$ cat config.mk
export PLATFORM = sky130hd
export DESIGN_NAME = icache_axil_reader
export DESIGN_NICKNAME = d
export VERILOG_FILES = /design/src/hw/icache_pkg.sv /design/src/hw/icache_axil_reader.sv
export SDC_FILE = /design/constraint.sdc
export NUM_CORES = 1
export LEC_CHECK = 0
export ABC_AREA = 1
export BUFFER_PORTS_ARGS = -buffer_cell sky130_fd_sc_hd__buf_4
export CAP_MARGIN = 20
export CORE_ASPECT_RATIO = 0.8
export CORE_MARGIN = 1
export CORE_UTILIZATION = 40
export DETAILED_ROUTE_END_ITERATION = 8
export PLACE_DENSITY = 0.78
export SYNTH_ARGS = -nofsm -noshare
export SYNTH_HDL_FRONTEND = slang
export SYNTH_SLANG_ARGS = --single-unit
$ cat constraint.sdc
create_clock -name i_clock -period 4 [get_ports i_clock]
set_input_delay 0.6 -clock i_clock [delete_from_list [all_inputs] [get_ports i_clock]]
set_output_delay 0.6 -clock i_clock [all_outputs]
set_load 0.02 [all_outputs]
$ cat src/hw/icache_pkg.sv
// Instruction cache shared definitions.
// Bus widths, refill controller states and AXI response codes.
`default_nettype none

package icache_pkg;

	// Byte address and instruction word widths.
	localparam int addr_w = 32;
	localparam int data_w = 32;

	// Controller states for the clear sweep and the refill sequence.
	typedef enum logic [2:0] {
		CLEARING   = 3'd0,
		LOOKUP     = 3'd1,
		FILL_ISSUE = 3'd2,
		FILL_WAIT  = 3'd3,
		FILL_WRITE = 3'd4
	} fill_state_t;

	// AXI RRESP / BRESP encodings.
	typedef enum logic [1:0] {
		OKAY   = 2'b00,
		EXOKAY = 2'b01,
		SLVERR = 2'b10,
		DECERR = 2'b11
	} axi_resp_t;

endpackage

`default_nettype wire

$ cat src/hw/icache_axil_reader.sv
// AXI4-Lite read master for cache refills.
// Turns one fill request into one AR/R transaction and returns the word.
`timescale 1ns/1ps
`default_nettype none

module icache_axil_reader
	import icache_pkg::*;
(
	input wire i_clock,
	input wire i_reset,

	input wire i_fill_req,
	input wire [addr_w-1:0] i_fill_addr,
	output logic o_fill_done,
	output logic [data_w-1:0] o_fill_data,

	output logic [addr_w-1:0] o_araddr,
	output logic [2:0] o_arprot,
	output logic o_arvalid,
	input wire i_arready,

	input wire i_rvalid,
	input wire [data_w-1:0] i_rdata,
	input wire axi_resp_t i_rresp,
	output logic o_rready
);
	// Unprivileged, secure, instruction access.
	assign o_arprot = 3'b100;

	// Address phase, then data phase; idle when neither is active.
	always_ff @(posedge i_clock) begin
		if (i_reset) begin
			o_arvalid <= 1'b0;
			o_rready <= 1'b0;
			o_fill_done <= 1'b0;
		end else begin
			o_fill_done <= 1'b0;
			if (i_fill_req && !o_arvalid && !o_rready) begin
				o_arvalid <= 1'b1;
			end
			if (o_arvalid && i_arready) begin
				o_arvalid <= 1'b0;
				o_rready <= 1'b1;
			end
			if (o_rready && i_rvalid) begin
				o_rready <= 1'b0;
				o_fill_done <= 1'b1;
			end
		end
	end

	// Address is held stable until AR is accepted; data stays until the next fill.
	// The response code is not acted on, the word is passed on as returned.
	always_ff @(posedge i_clock) begin
		if (i_fill_req && !o_arvalid && !o_rready) begin
			o_araddr <= i_fill_addr;
		end
		if (o_rready && i_rvalid) begin
			o_fill_data <= i_rdata;
		end
	end

endmodule

`default_nettype wire

==> results.yml <==
status:
  run_status: "complete, no violations"
synth:
  syn_avg_cell_area_um2: 24.64
  ys_ff_latch: 67
  synth-main-ff-cell: "edfxtp_1"
  ys_async_sr_fraction: 0
  yosysWarnings: 0
  synth_edf_count: 64
  synth_cells: 84
  yosys-top-cells-count: "edfxtp_1, buf_4, dfxtp_1, inv_1, nand2_1"
  syn_area_mm2: 0.002069
  synthTopCellsByArea: "edfxtp_1, dfxtp_1, buf_4, inv_1, nand2_1"
  synth.top_cell.area_share: 0.9287
  synth.most_common_cell: "edfxtp_1"
  synth_cell_types: 11
  ys_seq_area_frac: 0.9577
  post-synth-top-area-cell: "edfxtp_1"
global_route:
  grtUsageMet2: 0.2913
  grtUsageMet3: 0.09793
  gr-total-overflow: 0
  grt.total_usage: 0.1767
  grt_pass1_wl_mm: 6.292
  grt-busiest-layer: "met2"
  met1_usage: 0.1673
  grt_pass1_vias: 1241
  antenna_found_initial: 0
  grt_max_degree: 33
cts:
  tritoncts: "yes"
  cts_buffers: 9
  htreeDepth: 3
  cts_root_buf: "clkbuf_8"
  ctsHoldBuffers: 0
  post_cts_buffers: 0
  insertion_delay_ns: 0.34
  cts_sinks: 67
  clk_pin_slew_ns: 0.07
  cts.path.max_buffers: 2
  ctsResizeCount: 0
drt:
  antenna_left: 0
  route.detailed.drc: 0
  drt_wl_total_mm: 4.691
  wl_per_cell_um: 15.79
  dr.pass1.iters: 4
  num_vias: 1299
  drt_iter0_drc: 63
  vias_per_cell: 4.374
timing:
  max-slew-margin-rel: 0.5850
  fin_worst_skew_ns: 0.007375
  fin_crit_sh: 0.3880
  finalMaxSlewViolations: 0
  tns_ns: 0
  setup_viol: 0
  fmax_mhz: 644.3
  rsz0062_at_grt: "false"
  tightest_slew_ns: 0.6218
  layout_min_cycle_time_ns: 1.552
  fin_ws_ns: 2.448
  finalHoldViolations: 0
floorplanning:
  rows: 23
  core_mm2: 0.005007
  die_w_um: 82.42
  fp.dieArea_mm2: 0.005467
  num_io_pins: 141
  die-height_um: 66.34
  initial_utilization: 0.4133
place:
  placed_area_mm2: 0.003182
  dp_hpwl_mm: 3.480
  place_congestion: 0.6373
  io_buffers: 135
  post-place-ws_ns: 2.210
final_layout:
  fin_nets: 301
  insertedDiodeCount: 0
  fin_area_mm2: 0.003379
  areaGrowthSynthToFinish_pct: 63.30
  fillCellCount: 350
  layout-drive-gt1-share: 0.6511
setup_path:
  cp-end-kind: "flip-flop"
  crit_type: "flip-flop to flip-flop"
  r2r-start: "o_rready"
  start_kind: "flip-flop"
  worst-r2r-setup-slack_ns: 2.45
  rr_endpoint: "o_fill_data[15]"
  worstPathArrival_ns: 1.60
  required_ns: 4.04
  cp_max_fo: 19
  r2r_cells: 3
pwr:
  leakage_nw: 1.435
  pwr_density_cell_mw_per_mm2: 456.8
  ir_drop_mv: 0.2376
hold_path:
  holdPathEnd: "o_fill_data[21]"
  hold_start: "i_rdata[21]"
  hold_depth: 1
  hp-class: "input pin to flip-flop"
flow_run:
  cap_viol_max_count: 0
-- power breakdown --
part,internal (W),switching (W)
combinational,0.0000837,0.0000835
clock,0.000322,0.000234
sequential,0.000810,0.0000108
-- cell usage in the layout, fill, tap and decap left out --
master / instances
nand2_1: 3
buf_4: 136
nor3b_2: 1
a21oi_1: 1
conb_1: 3
edfxtp_1: 64
clkbuf_8: 11
buf_16: 1
clkinv_2: 1
inv_1: 3
a21oi_2: 1
nand2_2: 1
bufinv_16: 1
nor2_1: 2
dfxtp_1: 3
clkbuf_1: 3
-- layer usage --
layer | wire length, um | vias to the layer above
met5 | 0 | -
li1 | - | 604
met3 | 432 | 13
met1 | 1569 | 604
met4 | 127 | 0
met2 | 2562 | 78
-- worst max-delay path by stage --
stage,endpoint,depth (start not counted),slack (ns),start
final,o_fill_data[15],3,2.45,o_rready
after global placement,o_fill_data[29],3,1.99,i_rvalid
after floorplan,o_araddr[0],1,0.56,i_fill_req
after detailed placement,o_fill_data[21],4,2.21,i_rvalid
after global routing,o_fill_data[15],3,2.34,o_rready
after CTS,o_fill_data[15],3,2.45,o_rready
-- kinds of logic (layout without fill, tap and decap cells) --
logic type / Yosys count / in the layout / share of synthesized area
AOI/OAI and AO/OA: 2 / 2 / 0.006649
DFF: 67 / 67 / 0.9577
buffers and inverters: 6 / 156 / 0.01632
other: 2 / 3 / 0.003629
and+or+nand+nor: 7 / 7 / 0.01572
-- critical path, stage by stage (launching register included) --
cell	delay, ns
dfxtp_1	0.41
nand2_1	0.13
inv_1	0.48
buf_16	0.23
-- per-stage QoR --
| stage | util | hold slack, ns | total power [W] | instances |
|---|---|---|---|---|
| final | 0.6749 | 0.4318 | 0.001544 | 297 |
| after global routing | 0.6749 | 0.4076 | 0.001596 | 297 |
| after CTS | 0.6749 | 0.4142 | 0.001559 | 297 |
| after detailed placement | 0.6354 | 0.5255 | 0.001004 | 281 |
| after global placement | 0.6299 | 0.5022 | 0.0009963 | 280 |
| after floorplan | - | 0.5712 | 0.0008987 | 85 |
-- flip-flops by register name (all words and copies together), names as in the netlist --
signal	count
o_rready	1
o_fill_done	1
o_araddr	32
o_fill_data	32
o_arvalid	1
-- final cells by class --
cell class,count,area (um2),share of cell area
sequential,67,1982,0.5864
inverter,3,11.26,0.003332
clock inverter,2,35.03,0.01037
tap,62,77.57,0.02295
multi-input combinational,12,62.56,0.01851
clock buffer,14,162.7,0.04813
timing repair buffer,137,1049,0.3103
Note: power is estimated with default switching activity, not from simulation.
