--- src/hw/icache_pkg.sv ---
// Instruction cache shared definitions.
// Bus widths, refill controller states and AXI response codes.
`default_nettype none

package icache_pkg;

	// Byte address and instruction word widths.
	localparam int addr_w = 32;
	localparam int data_w = 32;

	// Controller states for the clear sweep and the refill sequence.
	typedef enum logic [2:0] {
		CLEARING   = 3'd0,
		LOOKUP     = 3'd1,
		FILL_ISSUE = 3'd2,
		FILL_WAIT  = 3'd3,
		FILL_WRITE = 3'd4
	} fill_state_t;

	// AXI RRESP / BRESP encodings.
	typedef enum logic [1:0] {
		OKAY   = 2'b00,
		EXOKAY = 2'b01,
		SLVERR = 2'b10,
		DECERR = 2'b11
	} axi_resp_t;

endpackage

`default_nettype wire

--- src/hw/icache_ctrl.sv ---
// Instruction cache controller.
// Looks up the held fetch PC, steers the read port to the next set on a hit,
// sweeps all sets invalid after reset or invalidate, runs refills through
// the AXI reader and keeps the hit and miss counters.
`timescale 1ns/1ps
`default_nettype none

module icache_ctrl
	import icache_pkg::*;
#(
	parameter int set_bits = 8
) (
	input wire i_clock,
	input wire i_reset,

	input wire i_fetch_valid,
	input wire [addr_w-1:0] i_fetch_pc,
	input wire i_invalidate,
	output logic o_fetch_ready,
	output logic [data_w-1:0] o_fetch_data,

	output logic [set_bits-1:0] o_rd_set,
	input wire i_rd_valid,
	input wire [addr_w-set_bits-3:0] i_rd_tag,
	input wire [data_w-1:0] i_rd_data,

	output logic o_wr_en,
	output logic [set_bits-1:0] o_wr_set,
	output logic o_wr_valid,
	output logic [addr_w-set_bits-3:0] o_wr_tag,
	output logic [data_w-1:0] o_wr_data,

	output logic o_fill_req,
	output logic [addr_w-1:0] o_fill_addr,
	input wire i_fill_done,
	input wire [data_w-1:0] i_fill_data,

	output logic [31:0] o_hit,
	output logic [31:0] o_miss
);
	localparam int tag_w = addr_w - 2 - set_bits;

	fill_state_t state;

	logic [set_bits-1:0] set_r;
	logic [set_bits-1:0] clear_set;
	logic [set_bits-1:0] pc_set;
	logic [set_bits-1:0] fill_set;
	logic [tag_w-1:0] pc_tag;
	logic [tag_w-1:0] fill_tag;
	logic inv_pending;
	logic refilled;
	logic lookup;
	logic match;
	logic hit;
	logic miss;
	logic inv_req;

	assign pc_set = i_fetch_pc[set_bits+1:2];
	assign pc_tag = i_fetch_pc[addr_w-1:set_bits+2];
	assign fill_set = o_fill_addr[set_bits+1:2];
	assign fill_tag = o_fill_addr[addr_w-1:set_bits+2];

	// The RAM output is only meaningful when it belongs to the PC's set.
	assign lookup = (state == LOOKUP) && i_fetch_valid && (set_r == pc_set);
	assign match = i_rd_valid && (i_rd_tag == pc_tag);
	assign hit = lookup && match;
	assign inv_req = i_invalidate || inv_pending;
	assign miss = lookup && !match && !inv_req;

	assign o_fetch_ready = hit;
	assign o_fetch_data = i_rd_data;

	// On a hit, prefetch the next set so a sequential PC hits at once.
	// Outside lookup the read is kept off the PC's set, so a stale line
	// never looks current when lookup resumes.
	assign o_rd_set = (state == LOOKUP && !hit) ? pc_set : pc_set + 1'b1;

	always_ff @(posedge i_clock) begin
		set_r <= o_rd_set;
	end

	// Write port serves both the sweep and the refill.
	assign o_wr_en = (state == CLEARING) || (state == FILL_WRITE);
	assign o_wr_set = (state == FILL_WRITE) ? fill_set : clear_set;
	assign o_wr_valid = (state == FILL_WRITE);
	assign o_wr_tag = (state == FILL_WRITE) ? fill_tag : '0;
	assign o_wr_data = (state == FILL_WRITE) ? i_fill_data : '0;

	assign o_fill_req = (state == FILL_ISSUE);

	// Line address of the missing fetch.
	always_ff @(posedge i_clock) begin
		if (miss) begin
			o_fill_addr <= {i_fetch_pc[addr_w-1:2], 2'b00};
		end
	end

	always_ff @(posedge i_clock) begin
		if (i_reset) begin
			state <= CLEARING;
			clear_set <= '0;
			inv_pending <= 1'b0;
			refilled <= 1'b0;
			o_hit <= '0;
			o_miss <= '0;
		end else begin
			// The ready that ends a refill is not a hit.
			if (hit) begin
				refilled <= 1'b0;
				if (!refilled) begin
					o_hit <= o_hit + 1'b1;
				end
			end
			if (miss) begin
				o_miss <= o_miss + 1'b1;
			end

			// Held until the refill in flight has written its line.
			if (i_invalidate) begin
				inv_pending <= 1'b1;
			end

			case (state)
				CLEARING: begin
					inv_pending <= 1'b0;
					refilled <= 1'b0;
					if (i_invalidate) begin
						clear_set <= '0;
					end else begin
						clear_set <= clear_set + 1'b1;
						if (clear_set == '1) begin
							state <= LOOKUP;
						end
					end
				end
				LOOKUP: begin
					if (inv_req) begin
						state <= CLEARING;
						clear_set <= '0;
						inv_pending <= 1'b0;
					end else if (miss) begin
						state <= FILL_ISSUE;
					end
				end
				FILL_ISSUE: begin
					state <= FILL_WAIT;
				end
				FILL_WAIT: begin
					if (i_fill_done) begin
						state <= FILL_WRITE;
					end
				end
				FILL_WRITE: begin
					state <= LOOKUP;
					refilled <= 1'b1;
				end
				default: begin
					state <= CLEARING;
					clear_set <= '0;
				end
			endcase
		end
	end

endmodule

`default_nettype wire

--- config.mk ---
export PLATFORM = sky130hd
export DESIGN_NAME = icache_ctrl
export DESIGN_NICKNAME = d
export VERILOG_FILES = /design/src/hw/icache_pkg.sv /design/src/hw/icache_ctrl.sv
export SDC_FILE = /design/constraint.sdc
export NUM_CORES = 1
export LEC_CHECK = 0
export ABC_AREA = 1
export BUFFER_PORTS_ARGS = -buffer_cell sky130_fd_sc_hd__buf_2
export CORE_UTILIZATION = 49
export DETAILED_ROUTE_END_ITERATION = 16
export PLACE_DENSITY_LB_ADDON = 0.05
export SETUP_SLACK_MARGIN = 0.02
export SYNTH_ARGS = -nofsm -noshare
export SYNTH_HDL_FRONTEND = slang
export SYNTH_SLANG_ARGS = --single-unit
--- constraint.sdc ---
create_clock -name i_clock -period 3.9 [get_ports i_clock]
set_input_delay 1.17 -clock i_clock [delete_from_list [all_inputs] [get_ports i_clock]]
set_output_delay 1.17 -clock i_clock [all_outputs]
set_load 0.01 [all_outputs]
==> out/summary.log, run 1 <==
qor: setup_path.crit_arrival 2.62 ns
qor: setup_path.worst-endpoint-required 2.73 ns
qor: power_and_ir_drop.p_leak 0.00502 uW
qor: sta.setup_tns 0 ns
qor: synth.post_synth_instance_area 7940 sq um
qor: synth.netlist-cell-type-count 38
qor: final_layout.multi_input_comb_area 4240 sq um
qor: drt.routed-via-count 8894
qor: sta.timing.max_slew.rel_slack 0.452
qor: power_and_ir_drop.switching_share 0.243
qor: synth.synth_seq_cells 115
qor: setup_path.crit_path_cell_trace buf_2 > inv_1 > nand2_1 > nand2_2 > nor2_4 > nand2_2 > nor2_2 > nand3_2 > nor2_4 > nor2_2 > buf_4 > o21ai_1 > nand2_1 > buf_2
qor: setup_path.crit_slowest_cell nand3_2
qor: drt.drt-initial-drc-count 799
qor: drt.postRouteAntennaNets 0
qor: floorplanning.floorplan.die_area 16700 sq um
qor: drt.wl_per_cell 15.5 microns
qor: final_layout.final_layout_fill_cell_count 1540
qor: cts.cts_max_path_buffers 2
qor: drt.avgViaCountPerCell 5.06
qor: final_layout.synth_to_final_area_change 26.1%
qor: placed_design.count_of_input_and_output_buffers 257
qor: floorplanning.die_width 129 microns
qor: setup_path.setup.worst_path.class input port to output pin
qor: sta.period_needed 3.79 ns
qor: power_and_ir_drop.clkPwrFrac 0.524
qor: sta.finalWorstSetupSlack 0.109 ns
qor: power_and_ir_drop.power.share.combinational 0.082
qor: global_route.grt_pass1_vias 8165
qor: power_and_ir_drop.netSwitchingPower 762 uW
qor: sta.rsz0062_at_grt true
qor: power_and_ir_drop.cell_internal_pwr 2370 uW
qor: drt.drt_first_pass_iters 7
qor: setup_path.worst_setup_sp_type input port
qor: global_route.grt_usage 0.327
qor: floorplanning.floorplan.io_pins 326
qor: final_layout.final_nets 1654
qor: synth.ys_seq_area_frac 0.328
qor: sta.achievable-frequency 264 MHz
qor: cts.cts_hold_buffers 0
qor: synth.syn_avg_cell_area 6.18 sq um
qor: global_route.grt_first_pass_wirelength 41.6 mm
qor: placed_design.detailedPlace.worstSlack 0.0332 ns
qor: final_layout.layout-drive-gt1-share 0.237
qor: sta.timing_max_transition_violations_final 0
qor: floorplanning.core-area 15800 sq um
qor: synth.synth.yosys.warnings 0
qor: sta.final.setup_skew 0.00696 ns
qor: floorplanning.initial_utilization 0.502
qor: setup_path.worstPathMaxFanout 3
qor: sta.max_slew.worst_pin.slew 0.816 ns
qor: run.maxCapViolations 0
qor: setup_path.end_kind output pin
qor: sta.setup_viol 0
qor: cts.cts_root_buffer clkbuf_16
qor: drt.post-route-drc-count 0
qor: global_route.antenna_found_initial 4
qor: synth.synth.area.top_cells dfxtp_1 21%, nand2_1 18%, edfxtp_1 11%, nor2_1 10%, inv_1 9.0%
qor: placed_design.gp_congestion 0.933
qor: floorplanning.die_h 129 microns
qor: power_and_ir_drop.pwr_density_cell 313 nW/um^2
qor: global_route.grt_max_degree 55
qor: synth.post_synthesis_cells 1285
qor: drt.finalWirelength 27.2 mm
qor: synth.synthDominantCellAreaShare 0.214
qor: cts.path_clk_slew 0.06 ns
qor: placed_design.dp_hpwl 20.9 mm
qor: cts.worstSkewPairLatency 0.42 ns
qor: cts.clock_buffer_count_from_cts 17
qor: power_and_ir_drop.pwr-share-seq 0.394
qor: synth.synth_area_leader_cell dfxtp_1
qor: outcome.status completed
qor: cts.cts.sinks 115
qor: sta.period_share 0.972
qor: hold_path.worst_hold_path_type flip-flop to flip-flop
qor: floorplanning.fp-row-count 46
qor: sta.count_of_endpoints_failing_hold_in_the_final_timing_report 0
qor: cts.cts_tree built
qor: cts.ctsHtreeMaxLevel 4
qor: final_layout.sequential_cell_area 2600 sq um
qor: setup_path.timing.critical_path.slowest_cell_delay 0.15 ns
qor: global_route.final_global_route_overflow_total 0
qor: power_and_ir_drop.peakVddDrop 292 uV
[synthesized netlist by cell type]
library cell  number
xnor2_1            7
nor4_1             2
nor2_2             8
o211ai_1           1
inv_1            190
edfxtp_1          30
nand2_1          388
nor2_4             1
xor2_1            27
buf_2              4
nand3_4            1
conb_1             1
nand2_2            1
ha_1               4
nor2_1           222
nor2_8             1
nor3_1            30
o21ai_0           20
clkbuf_1          19
nand3_2            2
nand4_2            1
nand3b_1          10
nand4_4            1
o21a_1             1
nor3b_1            3
nand3_1           41
nand4_1           74
a21oi_1           52
and2_1             4
buf_6              5
o2111ai_1          1
nor3_4             1
dfxtp_1           85
o21ai_1            1
buf_4             38
buf_1              2
inv_2              5
clkinv_1           1
[cells by family (layout without fill, tap and decap cells)]
logic type	count (synthesis)	in the layout	synth area share
other cells	1	4	0.000472
simple gates	791	791	0.431
fa+ha+maj	4	4	0.00631
flops	115	115	0.328
xor+xnor	34	34	0.0375
buf+inv	264	517	0.148
compound gates	76	76	0.0490
[worst paths after layout]
check / end / start / slack, ns / cells after the start
worst min register to register: o_hit[30] / o_hit[30] / 0.50 / 2
worst max register to register: o_miss[21] / set_r[2] / 1.59 / 10
worst min-delay path: o_hit[30] / o_hit[30] / 0.50 / 2
worst max-delay path: o_rd_set[2] / i_fetch_pc[10] / 0.11 / 14
[power by group through the flow]
| stage | sequential [uW] | clock [uW] | combinational, uW |
|---|---|---|---|
| 3_5_place_dp | 1260 | 0 | 242 |
| 3_3_place_gp | 1260 | 0 | 239 |
| 4_1_cts | 1230 | 1650 | 244 |
| 6_report | 1240 | 1640 | 256 |
| 2_1_floorplan | 1260 | 0 | 161 |
| 5_1_grt | 1240 | 1710 | 287 |
[stage by stage]
step           cell area, sq um  total power (uW)  hold slack [ns]   util  std cells
2_1_floorplan              7940              1420            0.458      -       1286
3_3_place_gp               9300              1500            0.482  0.588       1721
3_5_place_dp               9300              1500            0.490  0.588       1721
4_1_cts                    9920              3120            0.495  0.627       1753
5_1_grt                   10000              3240            0.517  0.632       1757
6_report                  10000              3130            0.497  0.632       1757
[cell usage in the layout, fill, tap and decap left out, types with 4 or more instances in the layout]
| cell type | netlist | layout |
|---|---|---|
| nor3_1 | 30 | 30 |
| nand3_1 | 41 | 40 |
| nand3b_1 | 10 | 10 |
| inv_2 | 5 | 5 |
| xnor2_1 | 7 | 6 |
| clkinvlp_4 | 0 | 5 |
| o21ai_1 | 1 | 4 |
| nand2_1 | 388 | 379 |
| nand4_1 | 74 | 74 |
| nand2_2 | 1 | 10 |
| ha_1 | 4 | 4 |
| xor2_1 | 27 | 27 |
| edfxtp_1 | 30 | 30 |
| and2_1 | 4 | 4 |
| buf_4 | 38 | 31 |
| dfxtp_1 | 85 | 85 |
| nor2_1 | 222 | 211 |
| buf_2 | 4 | 257 |
| clkbuf_16 | 0 | 18 |
| a21oi_1 | 52 | 52 |
| o21ai_0 | 20 | 17 |
| nor2_2 | 8 | 17 |
| inv_1 | 190 | 189 |
[flip-flops by register name (all words and copies together) (netlist names)]
name         cells
set_r            8
o_fill_addr     30
o_hit           32
o_miss          32
inv_pending      1
clear_set        8
refilled         1
state            3
[worst max-delay path, delay by kind of cell]
family                 cells  cell delay [ns]
AND/OR/NAND/NOR            9             0.88
buffers and inverters      4             0.44
AO/OA/AOI/OAI              1             0.11
[repair_timing]
action                                  in CTS  in global routing
buffers inserted                             0                  2
gates resized for setup                      1                 26
pin swaps                                    0                 11
endpoints found under the setup margin       1                  8
[layout make-up]
class,count,share of cell area
antenna,2,0.000500
tap,216,0.0270
timing repair buffer,289,0.154
clock buffer,19,0.0454
multi-input combinational,907,0.424
clock inverter,13,0.0159
sequential,115,0.260
inverter,196,0.0738
[per-layer routing]
metal,vias up,track usage,wire [microns]
met5,-,0,0
met4,0,0.120,705
met3,68,0.0640,1660
met2,318,0.552,13100
met1,4025,0.413,11800
li1,4483,-,-
Power figures use the tool's default switching activity.
==> run 2, diff against run 1 <==
--- a/config.mk
+++ b/config.mk
@@ -9,7 +9,7 @@
 export BUFFER_PORTS_ARGS = -buffer_cell sky130_fd_sc_hd__buf_2
 export CORE_UTILIZATION = 49
 export DETAILED_ROUTE_END_ITERATION = 16
-export PLACE_DENSITY_LB_ADDON = 0.05
+export PLACE_DENSITY = 0.81
 export SETUP_SLACK_MARGIN = 0.02
 export SYNTH_ARGS = -nofsm -noshare
 export SYNTH_HDL_FRONTEND = slang
==> run 2 against run 1 <==
  * Register-to-register slack hardly changed
  * Non-clock buffer count is 9 higher
  * Hold slack worse by 0.0028 ns
  * Via count is 3.9% higher
  * Cell area is 2.0% higher
  * Power is 1.3% lower
  * Cell count is 0.46% higher
  * Sequential cell count stayed put
  * Die area stayed put
  * First-iteration DRC count is 0.88% lower
  * Sequential share of layout area is 0.51 points lower
  * Critical path type unchanged
==> out/summary.log, run 2 (same netlist as run 1, synthesis figures left out) <==
qor: outcome.status completed
qor: sta.achievable-frequency 260 MHz
qor: floorplanning.fp-row-count 46
qor: final_layout.synth_to_final_area_change 28.6%
qor: global_route.grt_first_pass_wirelength 42.4 mm
qor: cts.worstSkewPairLatency 0.42 ns
qor: sta.timing_max_transition_violations_final 0
qor: drt.post-route-drc-count 0
qor: drt.wl_per_cell 16.3 microns
qor: floorplanning.die_width 129 microns
qor: final_layout.layout_common_cells 356 x nand2_1, 240 x buf_2, 212 x nor2_1, 182 x inv_1, 85 x dfxtp_1
qor: global_route.grt_max_degree 55
qor: setup_path.setup.worst_path.start i_rd_tag[10]
qor: power_and_ir_drop.peakVddDrop 312 uV
qor: placed_design.count_of_input_and_output_buffers 257
qor: cts.cts.sinks 115
qor: floorplanning.floorplan.die_area 16700 sq um
qor: setup_path.timing.rr.start state[0]
qor: sta.setup_viol 0
qor: setup_path.end_kind output pin
qor: final_layout.final_layout_fill_cell_count 1460
qor: setup_path.worst-endpoint-required 2.73 ns
qor: hold_path.worstHoldStart o_miss[30]
qor: drt.drt-initial-drc-count 792
qor: floorplanning.core-area 15800 sq um
qor: sta.max_slew.worst_pin.slew 0.715 ns
qor: floorplanning.initial_utilization 0.502
qor: placed_design.postPlaceCellArea 9280 sq um
qor: global_route.final_global_route_overflow_total 0
qor: setup_path.worst-r2r-setup-slack 1.59 ns
qor: drt.postRouteAntennaNets 0
qor: global_route.antenna_found_initial 2
qor: sta.count_of_endpoints_failing_hold_in_the_final_timing_report 0
qor: drt.finalWirelength 28.7 mm
qor: sta.whs 0.494 ns
qor: floorplanning.die_h 129 microns
qor: cts.cts_root_buffer clkbuf_16
qor: setup_path.crit_arrival 2.67 ns
qor: drt.routed-via-count 9241
qor: drt.drt_first_pass_iters 6
qor: final_layout.post-route-cell-area 10200 sq um
qor: sta.final.setup_skew 0.0119 ns
qor: sta.period_needed 3.84 ns
qor: cts.path_clk_slew 0.06 ns
qor: final_layout.reg_top3 o_hit: 32 flops, o_miss: 32 flops, o_fill_addr: 30 flops
qor: cts.cts_max_path_buffers 2
qor: sta.period_share 0.985
qor: placed_design.gp_congestion 0.976
qor: global_route.grt_usage 0.336
qor: drt.avgViaCountPerCell 5.24
qor: final_layout.final_nets 1663
qor: cts.ctsHtreeMaxLevel 4
qor: hold_path.worst_hold_path_type flip-flop to flip-flop
qor: setup_path.worst_setup_sp_type input port
qor: final_layout.sequential_cell_area 2600 sq um
qor: power_and_ir_drop.p_leak 0.00510 uW
qor: global_route.grt_pass1_vias 7985
qor: cts.clock_buffer_count_from_cts 17
qor: final_layout.layout-drive-gt1-share 0.258
qor: final_layout.layout_commonest_cell nand2_1
qor: floorplanning.floorplan.io_pins 326
qor: cts.cts_tree built
qor: sta.setup_tns 0 ns
qor: setup_path.setup.worst_path.class input port to output pin
qor: run.maxCapViolations 0
qor: final_layout.multi_input_comb_area 4320 sq um
qor: setup_path.worstPathMaxFanout 3
qor: power_and_ir_drop.pwr_density_cell 303 nW/um^2
qor: sta.timing.max_slew.rel_slack 0.523
qor: placed_design.dp_hpwl 22.0 mm
run 2: final timing paths:
check / end / depth (start not counted)
setup / recovery: o_rd_set[2] / 13
hold / removal: o_miss[30] / 2
setup reg to reg: o_fill_addr[17] / 9
hold reg to reg: o_miss[30] / 2
run 2: routing by layer:
metal	part of all wire	GRT usage	vias up
met2	0.46	0.546	423
met5	0	0	-
met4	0.030	0.124	0
met3	0.086	0.0760	80
li1	-	-	4498
met1	0.42	0.435	4240
run 2: final cells by class:
type                    instances  area share
flip-flops and latches        115       0.255
well taps                     216      0.0265
clock inverters                11      0.0105
repair buffers                298       0.166
inverters                     196      0.0723
diodes                          1    0.000245
multi-input cells             907       0.424
clock buffers                  21      0.0462
run 2: per-stage QoR:
stage / util / instances / power (uW) / setup slack, ns
3_5_place_dp: 0.586 / 1719 / 1500 / -0.00977
2_1_floorplan: - / 1286 / 1420 / 0.278
5_1_grt: 0.645 / 1764 / 3180 / -0.0339
6_report: 0.645 / 1765 / 3090 / 0.0602
4_1_cts: 0.624 / 1751 / 3050 / 0.0470
3_3_place_gp: 0.586 / 1719 / 1500 / 0.0217
run 2: what timing repair did:
item | CTS | global route
hold buffers | 0 | 0
setup endpoints to repair | 1 | 8
gates resized for setup | 2 | 85
pin swaps | 0 | 43
buffers inserted | 0 | 13
run 2: worst max-delay path, stage by stage:
cell	delay [ns]
buf_4	0.13
nor2_4	0.12
nor2_4	0.05
nor2_2	0.12
nand2_1	0.06
nor2_1	0.12
nand3_2	0.15
nor2_4	0.17
nor2_4	0.06
buf_6	0.13
o21ai_2	0.15
nand2_1	0.08
buf_2	0.14
run 2: power by group:
part	internal [uW]	switching [uW]
logic	120	172
clock network	985	582
registers	1230	4.63
total	2340	759
==> run 3, diff against run 2 <==
--- a/config.mk
+++ b/config.mk
@@ -7,9 +7,9 @@
 export LEC_CHECK = 0
 export ABC_AREA = 1
 export BUFFER_PORTS_ARGS = -buffer_cell sky130_fd_sc_hd__buf_2
-export CORE_UTILIZATION = 49
+export CORE_UTILIZATION = 45
 export DETAILED_ROUTE_END_ITERATION = 16
-export PLACE_DENSITY = 0.81
+export PLACE_DENSITY = 0.78
 export SETUP_SLACK_MARGIN = 0.02
 export SYNTH_ARGS = -nofsm -noshare
 export SYNTH_HDL_FRONTEND = slang
==> constraint.sdc (replaced) <==
create_clock -name i_clock -period 3.4 [get_ports i_clock]
set_input_delay 1.02 -clock i_clock [delete_from_list [all_inputs] [get_ports i_clock]]
set_output_delay 1.02 -clock i_clock [all_outputs]
set_load 0.01 [all_outputs]
==> run 3 against run 2 <==
  * The run now ends with negative setup slack left
  * First-iteration DRC count rose by 15%
  * Critical path depth did not move
  * Clock power rose by 11%
  * Sequential share of layout area fell by 2.5 points
  * Count of clock-buffer cells in the layout rose by 2
  * Cell count rose by 6.3%
  * Global-route usage fell by 0.61 points
  * Cell area rose by 11%
  * Power rose by 18%
  * Hold slack improved by 0.0038 ns
  * Largest cell class unchanged
==> out/summary.log, run 3 (same netlist as run 1, synthesis figures left out) <==
qor: sta.achievable-frequency 284 MHz
qor: drt.drt-initial-drc-count 911
qor: placed_design.dp_hpwl 22.2 mm
qor: sta.setup_viol 8
qor: final_layout.instances_no_fill 1877
qor: sta.period_share 1.03
qor: run.maxCapViolations 0
qor: floorplanning.fp-row-count 48
qor: global_route.final_global_route_overflow_total 0
qor: setup_path.worst_setup_sp_type input port
qor: sta.period_needed 3.52 ns
qor: placed_design.place.detailed.instances 1783
qor: drt.routed-via-count 9876
qor: setup_path.crit_arrival 2.50 ns
qor: drt.drt_first_pass_iters 7
qor: cts.cts_root_buffer clkbuf_16
qor: outcome.violated_checks negative setup slack
qor: sta.finalWorstSetupSlack -0.116 ns
qor: global_route.grt_pass1_vias 8766
qor: cts.cts_tree built
qor: placed_design.gp_congestion 0.980
qor: final_layout.layout_commonest_cell nand2_1
qor: outcome.status finished, violations left
qor: cts.ctsHtreeMaxLevel 4
qor: final_layout.layout_common_cells 344 x nand2_1, 229 x buf_2, 209 x nor2_1, 177 x inv_1, 125 x buf_4
qor: sta.timing.max_slew.rel_slack 0.595
qor: floorplanning.floorplan.io_pins 326
qor: cts.cts_hold_buffers 0
qor: setup_path.end_kind output pin
qor: cts.worstSkewPairLatency 0.42 ns
qor: setup_path.worst-endpoint-required 2.38 ns
qor: floorplanning.core-area 17200 sq um
qor: global_route.grt_max_degree 55
qor: floorplanning.die_h 135 microns
qor: sta.setup_tns -0.684 ns
qor: hold_path.worst_hold_path_type flip-flop to flip-flop
qor: final_layout.reg_top3 o_hit: 32 flops, o_miss: 32 flops, o_fill_addr: 30 flops
qor: global_route.grt_usage 0.330
qor: floorplanning.floorplan.die_area 18200 sq um
qor: floorplanning.initial_utilization 0.461
qor: sta.timing_max_transition_violations_final 0
qor: floorplanning.die_width 135 microns
qor: global_route.antenna_found_initial 3
qor: cts.clock_buffer_count_from_cts 17
qor: final_layout.final_nets 1765
qor: power_and_ir_drop.p_leak 0.00566 uW
qor: sta.rsz0062_at_grt true
qor: power_and_ir_drop.pwr_density_cell 322 nW/um^2
qor: global_route.grt_first_pass_wirelength 45.7 mm
qor: power_and_ir_drop.peakVddDrop 362 uV
qor: setup_path.worstPathMaxFanout 6
qor: sta.max_slew.worst_pin.slew 0.604 ns
qor: cts.path_clk_slew 0.05 ns
qor: placed_design.count_of_input_and_output_buffers 257
qor: sta.final.setup_skew 0.0116 ns
qor: cts.cts_max_path_buffers 2
qor: final_layout.synth_to_final_area_change 42.6%
qor: cts.cts.sinks 115
qor: final_layout.layout-drive-gt1-share 0.323
qor: drt.finalWirelength 31.6 mm
qor: final_layout.final_layout_fill_cell_count 1552
qor: drt.postRouteAntennaNets 0
qor: drt.post-route-drc-count 0
qor: sta.count_of_endpoints_failing_hold_in_the_final_timing_report 0
qor: drt.wl_per_cell 16.9 microns
qor: setup_path.setup.worst_path.class input port to output pin
qor: drt.avgViaCountPerCell 5.26
## run 3: cell count changes in the layout (fill, tap and decap cells not counted), sizes merged
cell	before	now
buf	298	396
inv	195	196
diode	1	2
clkinvlp	0	2
nand3	44	45
bufinv	2	1
clkinv	10	7
clkbuf	21	25
## run 3: metrics by stage
stage	util	area, sq um	setup WS [ns]	hold slack (ns)	total power (uW)
floorplan	-	7940	0.0781	0.458	1630
detailed placement	0.563	9710	-0.242	0.489	1780
CTS	0.632	10900	-0.0434	0.489	3580
finish	0.657	11300	-0.116	0.498	3640
global placement	0.563	9710	-0.214	0.474	1770
global route	0.657	11300	-0.207	0.519	3740
## run 3: layout make-up
cell class	count	area, sq um	share of cell area
antenna	2	5.00	0.000442
clock buffer	23	479	0.0423
clock inverter	9	77.6	0.00685
inverter	196	736	0.0650
multi-input combinational	908	4450	0.393
sequential	115	2600	0.230
tap	225	282	0.0249
timing repair buffer	398	2680	0.237
timing repair inverter	1	7.51	0.000663
## run 3: timing repair
action                                  in CTS  in global routing
cloned                                       1                  4
pin swaps                                   27                 31
endpoints found under the setup margin       9                 57
setup buffers                               46                 10
resized for setup                           86                 71
## run 3: report_power, final
group / leakage, uW / internal [uW] / switching (uW)
logic: 0.00442 / 238 / 241
registers: 0.000957 / 1410 / 6.15
clock network: 0.000276 / 1060 / 679
total: 0.00566 / 2710 / 927
## run 3: path summary, 6_finish.rpt
check | startpoint | endpoint | slack, ns | cells past startpoint
worst min register to register | o_hit[31] | o_hit[31] | 0.50 | 2
worst max register to register | state[2] | set_r[2] | 0.34 | 21
worst min-delay path | o_hit[31] | o_hit[31] | 0.50 | 2
worst max-delay path | i_fetch_pc[21] | o_rd_set[7] | -0.12 | 13
## run 3: critical path, cell delays in order
cell	delay [ns]
buf_2	0.12
inv_1	0.05
nand2_1	0.07
nand2_2	0.08
inv_1	0.04
nand2_1	0.08
nor2_2	0.05
nand3_2	0.12
nor2_4	0.05
nor2_4	0.21
clkinvlp_4	0.24
o21ai_2	0.19
buf_2	0.15
## run 3: layer usage
| layer | share of wire | GRT usage | vias up |
|---|---|---|---|
| met5 | 0.00041 | 0 | - |
| met4 | 0.044 | 0.155 | 2 |
| met3 | 0.093 | 0.0833 | 142 |
| met2 | 0.46 | 0.534 | 513 |
| met1 | 0.40 | 0.410 | 4511 |
| li1 | - | - | 4708 |
